`config.mk`:
```
export PLATFORM = sky130hd
export DESIGN_NAME = csr_bridge
export DESIGN_NICKNAME = d
export VERILOG_FILES = /design/src/design/soc_pkg.sv /design/src/design/csr_bridge.sv
export SDC_FILE = /design/constraint.sdc
export NUM_CORES = 1
export LEC_CHECK = 0
export ABC_AREA = 1
export BUFFER_PORTS_ARGS = -buffer_cell sky130_fd_sc_hd__buf_2
export CAP_MARGIN = 20
export CORE_MARGIN = 3
export CORE_UTILIZATION = 31
export CTS_CLUSTER_DIAMETER = 60
export DETAILED_ROUTE_END_ITERATION = 6
export PLACE_DENSITY = 0.79
export SLEW_MARGIN = 0
export SYNTH_ARGS = -nofsm -noshare
export SYNTH_HDL_FRONTEND = slang
export SYNTH_SLANG_ARGS = --single-unit
```
`constraint.sdc`:
```
create_clock -name sys_clk -period 1.86 [get_ports sys_clk]
set_clock_uncertainty 0.2 [all_clocks]
set_input_delay 0.372 -clock sys_clk [delete_from_list [all_inputs] [get_ports sys_clk]]
set_output_delay 0.372 -clock sys_clk [all_outputs]
set_load 0.02 [all_outputs]
```
`src/design/soc_pkg.sv`:
```
package soc_pkg;

	// Bus widths
	localparam int DATA_W     = 32;
	localparam int ADDR_W     = 32;
	localparam int SEL_W      = DATA_W / 8;	// One select per byte lane

	// CSR word address, bank in 13..10, register in 9..0
	localparam int CSR_ADDR_W = 14;

	// System controller pins
	localparam int GPIO_OUT_W = 4;	// LEDs
	localparam int GPIO_IN_W  = 2;
	localparam int PWM_W      = 8;	// Backlight PWM, period 256

	localparam logic [DATA_W-1:0] SYSTEM_ID = 32'h50c0_a001;

	// Region field, address bits 30..28; bit 31 is a shadow
	typedef enum logic [2:0] {
		REGION_RAM = 3'd0,
		REGION_CSR = 3'd3
	} region_e;

	// Register index inside the sysctl bank
	typedef enum logic [9:0] {
		REG_GPIO_OUT      = 10'd0,
		REG_GPIO_IN       = 10'd1,
		REG_TIMER_CTRL    = 10'd2,	// En, autoreload, expired
		REG_TIMER_COMPARE = 10'd3,
		REG_TIMER_COUNT   = 10'd4,
		REG_PWM_DUTY      = 10'd5,
		REG_SYSTEM_ID     = 10'd6,
		REG_RESET         = 10'd7
	} sysctl_reg_e;

endpackage

```
`src/design/csr_bridge.sv`:
```
`timescale 1ns/1ps

module csr_bridge (
	input  logic                          sys_clk,
	input  logic                          sys_rst_i,
	// Bus side
	input  logic                          stb_i,
	input  logic                          we_i,
	input  logic [soc_pkg::ADDR_W-1:0]     adr_i,
	input  logic [soc_pkg::DATA_W-1:0]     dat_i,
	output logic [soc_pkg::DATA_W-1:0]     dat_o,
	output logic                          ack_o,
	// CSR side
	output logic [soc_pkg::CSR_ADDR_W-1:0] csr_a_o,
	output logic                          csr_we_o,
	output logic [soc_pkg::DATA_W-1:0]     csr_dw_o,
	input  logic [soc_pkg::DATA_W-1:0]     csr_dr_i
);

	typedef enum logic {
		BRG_IDLE,	// Waiting for a strobe
		BRG_WAIT	// CSR read data on its way
	} brg_state_e;

	brg_state_e state;
	logic       start;

	// New access only outside the ack cycle
	assign start = (state == BRG_IDLE) && stb_i && !ack_o;

	// Word address, byte selects unused
	assign csr_a_o  = adr_i[soc_pkg::CSR_ADDR_W+1:2];
	assign csr_dw_o = dat_i;
	assign csr_we_o = start & we_i;	// Single pulse per access

	always_ff @(posedge sys_clk or posedge sys_rst_i) begin
		if (sys_rst_i) begin
			state <= BRG_IDLE;
			ack_o <= 1'b0;
		end else begin
			case (state)
				BRG_IDLE: begin
					ack_o <= 1'b0;
					if (start)
						state <= BRG_WAIT;
				end
				BRG_WAIT: begin
					ack_o <= 1'b1;	// Registered csr_dr valid now
					state <= BRG_IDLE;
				end
				default: state <= BRG_IDLE;
			endcase
		end
	end

	// Capture read data with the ack
	always_ff @(posedge sys_clk) begin
		if (state == BRG_WAIT)
			dat_o <= csr_dr_i;
	end

endmodule

```
==> results of run 1 <==
cell usage after synthesis:
cell type / count / share of area
sky130_fd_sc_hd__buf_4: 46 / 0.25
sky130_fd_sc_hd__edfxtp_1: 32 / 0.69
sky130_fd_sc_hd__inv_1: 5 / 0.013
sky130_fd_sc_hd__dfrtp_1: 2 / 0.036
sky130_fd_sc_hd__nand3_2: 1 / 0.0072
sky130_fd_sc_hd__nor2_2: 1 / 0.0045
power groups by stage:
stage                     clock (mW)  sequential, mW  combinational, mW
after floorplan                    0            1.02              0.154
after global placement             0           0.929              0.181
after detailed placement           0           0.930              0.185
after CTS                      0.496           0.914              0.186
after global routing           0.529           0.918              0.197
final                          0.472           0.914              0.182
state kept, by name (all words and copies together), names as in the netlist:
register	cells
dat_o	32
ack_o	1
state	1
routing by layer:
| layer | wire length, um | vias up |
|---|---|---|
| met5 | 0 | - |
| met3 | 614 | 18 |
| li1 | - | 306 |
| met1 | 671 | 315 |
| met2 | 1508 | 84 |
| met4 | 81 | 0 |
worst max path at each step:
stage	start	endpoint	cells past startpoint
CTS	ack_o$_DFF_PP0_	csr_we_o	4
detailed placement	stb_i	csr_we_o	4
finish	ack_o$_DFF_PP0_	csr_we_o	4
global route	ack_o$_DFF_PP0_	csr_we_o	4
global placement	stb_i	csr_we_o	4
floorplan	state$_DFF_PP0_	csr_we_o	3
through the flow:
step	setup slack, ns	area (sq um)	hold WS (ns)	std cells	util
after detailed placement	0.4428	1461	0.02698	161	0.3502
after global placement	0.4658	1461	0.02081	161	0.3502
final	0.2119	1550	0.07448	169	0.3715
after floorplan	0.02917	1391	-0.08682	87	-
after global routing	0.1277	1550	0.05172	169	0.3715
after CTS	0.1803	1550	0.06021	169	0.3715
layout by cell type, fill, tap and decap left out:
cell,synthesis,final
sky130_fd_sc_hd__buf_2,0,69
sky130_fd_sc_hd__dlygate4sd3_1,0,1
sky130_fd_sc_hd__clkbuf_8,0,5
sky130_fd_sc_hd__nand3_2,1,1
sky130_fd_sc_hd__edfxtp_1,32,32
sky130_fd_sc_hd__inv_1,5,5
sky130_fd_sc_hd__buf_4,46,1
sky130_fd_sc_hd__clkinv_2,0,2
sky130_fd_sc_hd__nor2_2,1,1
sky130_fd_sc_hd__dfrtp_1,2,2
critical path, stage by stage (launching register included):
cell,delay [ns]
sky130_fd_sc_hd__dfrtp_1,0.37
sky130_fd_sc_hd__inv_1,0.06
sky130_fd_sc_hd__nand3_2,0.09
sky130_fd_sc_hd__nor2_2,0.09
sky130_fd_sc_hd__buf_2,0.19
layout make-up:
class | count | area [sq um] | share of cell area
sequential | 34 | 1011 | 0.6521
tap | 50 | 62.56 | 0.04036
multi-input combinational | 2 | 16.27 | 0.01049
inverter | 5 | 18.77 | 0.01211
clock inverter | 2 | 10.01 | 0.006457
timing repair buffer | 71 | 362.8 | 0.2341
clock buffer | 5 | 68.82 | 0.04439
kinds of logic after synthesis:
kind of cell / after synthesis / share of synthesized area
buffers and inverters: 51 / 0.2617
flip-flops: 34 / 0.7266
AND/OR/NAND/NOR: 2 / 0.01169
==> summary.txt, run 1 <==
Placed design
  – GPL Wtd Cong: roughly 0.65
  – Total of buffers placed on input and output ports: 69
  – Estimated wirelength of the detail-placed design: between 2000 and 2500 um

Routing
  – Routed vias: 723
  – Ratio of routed vias to standard cells: roughly 4.3
  – Length of the first detailed-routing pass in iterations: 4
  – Routed WL: 2876 um
  – Detailed-route wire length per cell: around 17 um
  – Detailed router's first-iteration violation count: 25
  – Number of design rule violations left after detail routing: 0
  – Post-detailed-route count of antenna-violating nets: 0

Synthesis
  – Post-synthesis instance total: 87
  – Mean Syn Cell Area: 15.99 sq um
  – Sequential share of the synthesized area: 0.7266
  – Net count after synthesis: roughly 190
  – Count of unique library cells instantiated by Yosys: 6
  – Synthesized area: ~1400 sq um
  – Total number of yosys warnings: 0
  – Total of flip-flops plus latches after synthesis: 34

Power and ir drop
  – Fraction of power consumed by combinational cells: 0.116
  – Sw power: ~350 uW
  – Total Power Consumption: approximately 1.6 mW
  – Internal power component: roughly 1.2 mW
  – Leakage: around 0.68 nW
  – Highest ir drop seen on vdd: roughly 0.23 mV
  – Power density relative to cell area: about 1000 nW/um^2
  – Clock network power share: 0.301
  – Share of total power in sequential cells: 0.583
  – Switching Share: 0.2241

STA
  – Total Negative Setup Slacks: 0 ns
  – Count of final hold-check violations: 0
  – Tightest Pin Transition: roughly 0.4 ns
  – RSZ-0062 raised after global routing: no
  – Final worst-path cycle share: 0.8861
  – Peak Freq: 606.7 MHz
  – Tightest slew margin relative to the limit: 0.7385
  – Setup violation total in the final timing report: 0
  – Fin crit period: roughly 1.6 ns
  – Max Slew Vio Count: 0

Global route
  – Pin count of the biggest net entering global routing: 34
  – Busiest grt layer: met2
  – Via count of the first global-routing pass: approximately 700
  – GRT Util Overall: 0.1039
  – Met3 track demand over resource in global routing: 0.08815
  – Met2 track demand over resource in global routing: 0.1847
  – Number of antenna violations at the first check in global routing: 0
  – Global-route track usage on met1: 0.06987
  – First-pass GRT wire length: between 3000 and 4000 um
  – Overflow left after global routing: 0

Clock network
  – Postcts setup bufs: 0
  – CTS Hold Bufs: 1
  – Max Buffers Root-to-Sink: 2
  – Clock latency of the later-clocked register in the worst-skew pair: roughly 0.27 ns
  – Post-cts repair resize count: 0
  – Clock edge transition at the registers on the reported setup and hold paths: roughly 0.060 ns
  – CTS Buf Count: 5
  – Root Buffer Master: sky130_fd_sc_hd__clkbuf_8
  – # clock sinks: 34
  – H-tree depth: 2
  – CTS tree: done

Die
  – Initial core utilization: 0.3334
  – Die boundary height: about 73 um
  – Die footprint: around 5300 sq um
  – Floorplan Core Area: approximately 4200 sq um
  – Boundary Pins: 180
  – # rows: 23
  – Die outline width: roughly 73 um

Min path
  – Start point of the worst min-delay path: csr_dr_i[3]
  – Path type of the worst min-delay path: in2reg
  – Sink of the worst hold path: dat_o[3]$_DFFE_PP_
  – Instance count along the most critical hold path: 1

Worst setup path
  – Slack of the worst reg-to-reg path: between 0.6 and 0.7 ns
  – Data required time at the worst endpoint: roughly 1.3 ns
  – Kind of end point of the critical path: primary output
  – R2r endpoint: dat_o[22]$_DFFE_PP_
  – FF-to-FF Start: state$_DFF_PP0_
  – Critical Path Start Type: flip-flop
  – Arrival time worst endpoint: 1.08 ns
  – Crit-path max FO: 2
  – Startpoint-to-endpoint class of the critical path: reg2out
  – Number of cell instances on the worst register-to-register path: 1

Final layout
  – Antenna diode count: 0
  – Number of nets in the finished design: ~220
  – Fillers: between 300 and 400
  – Ratio of cells with drive above 1 in the final layout: 0.6639
  – Layout-stage area growth over the synthesis result: 11.42%

Run status
  – Outcome: finished clean

Job
  – Max capacitance violation total: 0
Note: power is estimated with default switching activity, not from simulation.
==> run 2: changes to the inputs <==
- ABC_AREA: 1 -> 0
==> summary.txt, run 2 <==
Run status
  – Outcome: finished clean

Final layout
  – Number of flip-flops under the largest register name: 32 (unchanged)
  – Ratio of cells with drive above 1 in the final layout: 0.6724 (+0.008548)
  – Most common cell after layout, fill and taps aside: sky130_fd_sc_hd__buf_2
  – Number of nets in the finished design: 215 (-1.8%)
  – Layout-stage area growth over the synthesis result: 11.79%
  – Antenna diode count: 0 (unchanged)
  – Leading cell types in the layout, fill and taps excluded: sky130_fd_sc_hd__buf_2 (69), sky130_fd_sc_hd__edfxtp_1 (32), sky130_fd_sc_hd__clkbuf_8 (5)
  – Top register by number of flip-flops: dat_o
  – Registers with the highest flip-flop counts: dat_o: 32 flops, ack_o: 1 flops, state: 1 flops

Synthesis
  – Dominant combinational cell family by area after synthesis: buffers and inverters
  – Top post-synthesis cells by area: sky130_fd_sc_hd__edfxtp_1 (70%), sky130_fd_sc_hd__buf_4 (25%), sky130_fd_sc_hd__dfrtp_1 (3.6%), sky130_fd_sc_hd__and4bb_2 (0.91%), sky130_fd_sc_hd__nor3b_1 (0.54%)
  – Synthesized area: 1380 sq um (-0.81%)
  – Post-synthesis instance total: 83 (-4.6%)
  – Fraction of synthesized area in multiplexers: 0 (unchanged)
  – Count of unique library cells instantiated by Yosys: 6 (unchanged)
  – Dominant register cell in the synthesized netlist: sky130_fd_sc_hd__edfxtp_1
  – Library cell occupying the most area in the post-synthesis netlist: sky130_fd_sc_hd__edfxtp_1
  – Synth Area in Adders: 0 (unchanged)
  – Number of synthesized flops with an enable pin: 32 (unchanged)
  – Proportion of netlist area held by the largest area contributor: 0.6963 (+0.005635)
  – Async set or reset register ratio after synthesis: 0.05882 (unchanged)
  – Sequential share of the synthesized area: 0.7325 (+0.005929)
  – Total number of yosys warnings: 0 (unchanged)
  – Compound-gate portion of the synthesized area: 0 (unchanged)
  – Cell with the most instances after synthesis: sky130_fd_sc_hd__buf_4
  – Synthesized-area fraction occupied by xor and xnor cells: 0 (unchanged)
  – Total of flip-flops plus latches after synthesis: 34 (unchanged)
  – Simple-gate area share of the yosys netlist: 0.01451 (+0.002815)
  – Mean Syn Cell Area: 16.63 sq um (+4.0%)
  – Net count after synthesis: 183 (-2.1%)
  – Most instantiated cells after synthesis: sky130_fd_sc_hd__buf_4 (46), sky130_fd_sc_hd__edfxtp_1 (32), sky130_fd_sc_hd__dfrtp_1 (2)

STA
  – Total Negative Setup Slacks: 0 ns (unchanged)
  – RSZ-0062 raised after global routing: no
  – Tightest Pin Transition: 0.4227 ns (+0.03056 ns)
  – Minimum setup slack in the final design: 0.1630 ns (-0.04891 ns)
  – Tightest slew margin relative to the limit: 0.7182 (-0.02037)
  – Setup violation total in the final timing report: 0 (unchanged)
  – Final worst-path cycle share: 0.9124 (+0.02629)
  – Fin crit period: 1.697 ns (+0.04891 ns)
  – Peak Freq: 589.3 MHz (-2.9%)
  – Max Slew Vio Count: 0 (unchanged)
  – Count of final hold-check violations: 0 (unchanged)

Clock network
  – CTS Buf Count: 5 (unchanged)
  – # clock sinks: 34 (unchanged)
  – Postcts setup bufs: 0 (unchanged)
  – CTS tree: done
  – Clock edge transition at the registers on the reported setup and hold paths: 0.07 ns (about the same)
  – Root Buffer Master: sky130_fd_sc_hd__clkbuf_8
  – Clock latency of the later-clocked register in the worst-skew pair: 0.28 ns (about the same)
  – Max Buffers Root-to-Sink: 2 (unchanged)
  – H-tree depth: 2 (unchanged)

Routing
  – Routed WL: 3229 um (+12%)
  – Post-detailed-route count of antenna-violating nets: 0 (unchanged)
  – Ratio of routed vias to standard cells: 4.367 (+2.1%)
  – Detailed router's first-iteration violation count: 22 (-12%)
  – Number of design rule violations left after detail routing: 0 (unchanged)
  – Length of the first detailed-routing pass in iterations: 4 (unchanged)
  – Detailed-route wire length per cell: 19.45 um (+14%)
  – Routed vias: 725 (+0.28%)

Worst setup path
  – Crit-path max FO: 3 (+1)
  – Kind of end point of the critical path: primary output
  – Critical-path cell with the highest stage delay: sky130_fd_sc_hd__dfrtp_1
  – Longest individual stage delay on the worst path: 0.40 ns (+0.03 ns)
  – Cell family with the largest share of critical-path delay: flip-flops
  – Startpoint-to-endpoint class of the critical path: reg2out
  – Sum of buffers and inverters on the critical path: 1 (-1)
  – Critical Path Start Type: flip-flop
  – Data required time at the worst endpoint: 1.29 ns (about the same)
  – Worst-path cell chain: and4bb_2 > buf_2
  – Arrival time worst endpoint: 1.13 ns (+0.05 ns)

Die
  – Die outline width: 72.72 um (-0.38%)
  – Initial core utilization: 0.3330 (-0.0004017)
  – Die boundary height: 72.72 um (-0.38%)
  – Boundary Pins: 180 (unchanged)
  – # rows: 23 (unchanged)
  – Floorplan Core Area: 4144 sq um (-0.69%)
  – Die footprint: 5288 sq um (-0.75%)

Global route
  – GRT Util Overall: 0.1167 (+0.01283)
  – Busiest grt layer: met2
  – Met3 track demand over resource in global routing: 0.1185 (+0.03030)
  – Via count of the first global-routing pass: 730 (+6.4%)
  – Overflow left after global routing: 0 (unchanged)
  – First-pass GRT wire length: 4209 um (+8.6%)
  – Global-route track usage on met1: 0.07855 (+0.008684)
  – Pin count of the biggest net entering global routing: 35 (+2.9%)
  – Number of antenna violations at the first check in global routing: 0 (unchanged)
  – Met2 track demand over resource in global routing: 0.1904 (+0.005674)

Placed design
  – GPL Wtd Cong: 0.6788 (+4.4%)
  – Total of buffers placed on input and output ports: 69 (unchanged)
  – Estimated wirelength of the detail-placed design: 2574 um (+5.7%)
  – Worst-case setup slack after placement: 0.4411 ns (-0.001674 ns)

Power and ir drop
  – Leakage: 0.6616 nW (-3.2%)
  – Highest ir drop seen on vdd: 0.4387 mV (+89%)
  – Internal power component: 1.224 mW (+0.58%)
  – Sw power: 370.0 uW (+5.3%)
  – Fraction of power consumed by combinational cells: 0.112 (-0.004)
  – Switching Share: 0.2322 (+0.008104)
  – Share of total power in sequential cells: 0.575 (-0.008)
  – Clock network power share: 0.312 (+0.011)
  – Power density relative to cell area: 1033 nW/um^2 (+2.1%)

Min path
  – Path type of the worst min-delay path: in2reg

Job
  – Max capacitance violation total: 0 (unchanged)
==> run 2: layout make-up <==
cell class                      instances  area (sq um)
Inverter                                1         3.754
Multi-Input combinational cell          2         20.02
Clock buffer                            6         72.57
Tap cell                               50         62.56
Fill cell                             416          2601
Sequential cell                        34          1012
Clock inverter                          2         8.758
Timing Repair Buffer                   71         362.8
==> run 2: power by group through the flow <==
stage / Clock [mW] / Combinational [mW] / Sequential (mW)
after floorplan: 0 / 0.151 / 1.02
after global placement: 0 / 0.175 / 0.930
after detailed placement: 0 / 0.180 / 0.933
after CTS: 0.518 / 0.182 / 0.918
after global routing: 0.556 / 0.191 / 0.922
final: 0.497 / 0.179 / 0.917
==> run 2: repair_timing <==
action                    CTS  global route
resized for setup           0             0
hold endpoints to repair    2             0
hold buffers                1             0
==> run 2: routing by layer <==
| layer | share of wire | wire, um |
|---|---|---|
| met5 | 0 | 0 |
| met4 | 0.046 | 147 |
| met2 | 0.53 | 1705 |
| met3 | 0.20 | 648 |
| met1 | 0.23 | 728 |
==> run 2: logic make-up (layout without fill, tap and decap cells) <==
family,count (synthesis),after routing
buf+inv,47,80
flops,34,34
simple gates,2,2
==> run 2: metrics by stage <==
| stage | power, mW | instances | hold WS (ns) | area, sq um | utilization |
|---|---|---|---|---|---|
| finish | 1.594 | 166 | 0.06150 | 1543 | 0.3723 |
| global route | 1.669 | 166 | 0.04375 | 1543 | 0.3723 |
| CTS | 1.618 | 166 | 0.05256 | 1543 | 0.3723 |
| detailed placement | 1.113 | 157 | 0.02564 | 1451 | 0.3502 |
| global placement | 1.105 | 157 | 0.02456 | 1451 | 0.3502 |
| floorplan | 1.167 | 83 | -0.08688 | 1381 | - |
==> run 2: worst paths after layout <==
kind	startpoint	end	slack, ns	depth (start not counted)
hold / removal	csr_dr_i[1]	dat_o[1]$_DFFE_PP_	0.06	1
setup reg to reg	state$_DFF_PP0_	dat_o[3]$_DFFE_PP_	0.56	1
min in group asynchronous	sys_rst_i	ack_o$_DFF_PP0_	0.28	3
hold reg to reg	ack_o$_DFF_PP0_	state$_DFF_PP0_	0.26	1
setup / recovery	ack_o$_DFF_PP0_	csr_we_o	0.16	2
max in group asynchronous	sys_rst_i	state$_DFF_PP0_	1.06	3
==> run 3: changes to the inputs <==
- BUFFER_PORTS_ARGS: -buffer_cell sky130_fd_sc_hd__buf_2 -> not set
- CELL_PAD_IN_SITES_DETAIL_PLACEMENT: not set -> 1
- CELL_PAD_IN_SITES_GLOBAL_PLACEMENT: not set -> 2
- DONT_BUFFER_PORTS: not set -> 1
- GPL_TIMING_DRIVEN: not set -> 0
- PLACE_DENSITY: 0.79 -> not set
- PLACE_DENSITY_LB_ADDON: not set -> 0.1
==> summary.txt, run 3 (synthesized netlist as in run 2, its figures left out) <==
Die
  – # rows: 23 (unchanged)
  – Die boundary height: 72.72 um (unchanged)
  – Initial core utilization: 0.3330 (unchanged)
  – Die footprint: 5288 sq um (unchanged)
  – Floorplan Core Area: 4144 sq um (unchanged)
  – Die outline width: 72.72 um (unchanged)
  – Boundary Pins: 180 (unchanged)

STA
  – Max Slew Vio Count: 0 (unchanged)
  – Count of final hold-check violations: 0 (unchanged)
  – Setup violation total in the final timing report: 0 (unchanged)
  – RSZ-0062 raised after global routing: no
  – Tightest slew margin relative to the limit: 0.8280 (+0.1099)
  – Peak Freq: 572.0 MHz (-2.9%)
  – Minimum setup slack in the final design: 0.1116 ns (-0.05134 ns)
  – Tightest Pin Transition: 0.2580 ns (-0.1648 ns)
  – Fin crit period: 1.748 ns (+0.05134 ns)
  – Final worst-path cycle share: 0.9400 (+0.02760)
  – Total Negative Setup Slacks: 0 ns (unchanged)

Clock network
  – CTS Buf Count: 5 (unchanged)
  – # clock sinks: 34 (unchanged)
  – Max Buffers Root-to-Sink: 2 (unchanged)
  – Clock latency of the later-clocked register in the worst-skew pair: 0.27 ns (about the same)
  – Root Buffer Master: sky130_fd_sc_hd__clkbuf_8
  – Clock edge transition at the registers on the reported setup and hold paths: 0.07 ns (about the same)
  – H-tree depth: 2 (unchanged)
  – CTS tree: done

Power and ir drop
  – Leakage: 0.7507 nW (+13%)
  – Internal power component: 1.288 mW (+5.3%)
  – Fraction of power consumed by combinational cells: 0.144 (+0.032)
  – Power density relative to cell area: 922.4 nW/um^2 (-11%)
  – Switching Share: 0.2587 (+0.02652)
  – Highest ir drop seen on vdd: 0.2453 mV (-44%)
  – Sw power: 449.7 uW (+22%)
  – Share of total power in sequential cells: 0.570 (-0.005)
  – Clock network power share: 0.286 (-0.026)

Final layout
  – Ratio of cells with drive above 1 in the final layout: 0.4444 (-0.2280)
  – Layout-stage area growth over the synthesis result: 36.54%
  – Most common cell after layout, fill and taps aside: sky130_fd_sc_hd__buf_4
  – Number of flip-flops under the largest register name: 32 (unchanged)
  – Top register by number of flip-flops: dat_o
  – Leading cell types in the layout, fill and taps excluded: sky130_fd_sc_hd__buf_4 (47), sky130_fd_sc_hd__dlygate4sd3_1 (33), sky130_fd_sc_hd__edfxtp_1 (32), sky130_fd_sc_hd__clkbuf_8 (5)
  – Cell area after layout: 1884 sq um (+22%)
  – Post-layout instance count excluding filler cells: 176 (+6.0%)
  – Number of nets in the finished design: 225 (+4.7%)
  – Antenna diode count: 0 (unchanged)
  – Registers with the highest flip-flop counts: dat_o: 32 flops, ack_o: 1 flops, state: 1 flops
  – Final Core Density: 0.4547 (+0.08243)

Global route
  – Overflow left after global routing: 0 (unchanged)
  – Number of antenna violations at the first check in global routing: 0 (unchanged)
  – Via count of the first global-routing pass: 746 (+2.2%)
  – First-pass GRT wire length: 4146 um (-1.5%)
  – Pin count of the biggest net entering global routing: 19 (-46%)
  – GRT Util Overall: 0.1083 (-0.008389)

Worst setup path
  – FF-to-FF Start: state$_DFF_PP0_
  – Cell family with the largest share of critical-path delay: flip-flops
  – Critical Path Start Type: flip-flop
  – Kind of end point of the critical path: primary output
  – Data required time at the worst endpoint: 1.29 ns (about the same)
  – Sum of buffers and inverters on the critical path: 0 (-1)
  – Crit-path max FO: 3 (unchanged)
  – Arrival time worst endpoint: 1.18 ns (+0.05 ns)
  – Longest individual stage delay on the worst path: 0.47 ns (+0.07 ns)
  – Critical-path cell with the highest stage delay: sky130_fd_sc_hd__dfrtp_1
  – Worst-path cell chain: and4bb_4
  – Startpoint-to-endpoint class of the critical path: reg2out
  – Timing startpoint of the critical path: ack_o$_DFF_PP0_

Placed design
  – Number of instances in the placed design: 133 (-15%)
  – Placed cell areas: 1444 sq um (-0.52%)
  – Total of buffers placed on input and output ports: 0 (-100%)
  – Worst-case setup slack after placement: 0.08550 ns (-0.3556 ns)
  – GPL Wtd Cong: 0.5987 (-12%)

Min path
  – Path type of the worst min-delay path: in2reg
  – Start point of the worst min-delay path: stb_i

Job
  – Max capacitance violation total: 0 (unchanged)

Routing
  – Detailed-route wire length per cell: 17.95 um (-7.7%)
  – Ratio of routed vias to standard cells: 4.284 (-1.9%)
  – Detailed router's first-iteration violation count: 35 (+59%)
  – Number of design rule violations left after detail routing: 0 (unchanged)
  – Routed vias: 754 (+4.0%)
  – Length of the first detailed-routing pass in iterations: 3 (-1)
  – Routed WL: 3160 um (-2.1%)
  – Post-detailed-route count of antenna-violating nets: 0 (unchanged)

Run status
  – Outcome: finished clean
[run 3: cell count changes in the layout (fill, tap and decap cells not counted), sizes merged]
cell | previous run | this run
dlygate4sd3 | 1 | 33
buf | 70 | 48
[run 3: path summary, 6_finish.rpt]
| path | endpoint | slack [ns] | cells after the start |
|---|---|---|---|
| worst max-delay path | csr_we_o | 0.11 | 1 |
| worst min-delay path | state$_DFF_PP0_ | 0.05 | 1 |
| worst max register to register | dat_o[6]$_DFFE_PP_ | 0.49 | 2 |
| worst min register to register | state$_DFF_PP0_ | 0.40 | 1 |
| max in group asynchronous | state$_DFF_PP0_ | 1.16 | 2 |
| min in group asynchronous | ack_o$_DFF_PP0_ | 0.18 | 2 |
[run 3: power groups by stage]
stage	Sequential, mW	Clock, mW	Combinational (mW)
3_3_place_gp	1.03	0	0.159
3_5_place_dp	1.03	0	0.158
4_1_cts	0.992	0.526	0.255
5_1_grt	0.997	0.556	0.265
2_1_floorplan	1.02	0	0.151
6_report	0.991	0.498	0.250
[run 3: area by class of cell]
type / count / area, sq um
fill: 423 / 2260
sequential: 34 / 1015
timing repair buffer: 35 / 352.8
buffer: 46 / 345.3
clock buffer: 6 / 72.57
tap: 50 / 62.56
multi-input combinational: 2 / 23.77
clock inverter: 2 / 8.758
inverter: 1 / 3.754
[run 3: routing by layer]
layer	vias up	routed length, um	GRT usage
li1	321	-	-
met1	337	857	0.09717
met2	91	1769	0.2024
met3	5	495	0.05096
met4	0	38	0.04918
met5	-	0	0
[run 3: what timing repair did]
item / CTS / global route
gates resized for setup: 2 / 0
endpoints found under the setup margin: 1 / 0
endpoints found under the hold margin: 34 / 0
hold buffers: 33 / 0
buffers inserted: 2 / 0
[run 3: through the flow]
| step | hold slack (ns) | total power [mW] |
|---|---|---|
| finish | 0.04638 | 1.738 |
| detailed placement | -0.07831 | 1.193 |
| global route | 0.03542 | 1.817 |
| global placement | -0.08194 | 1.191 |
| floorplan | -0.08688 | 1.167 |
| CTS | 0.03402 | 1.773 |
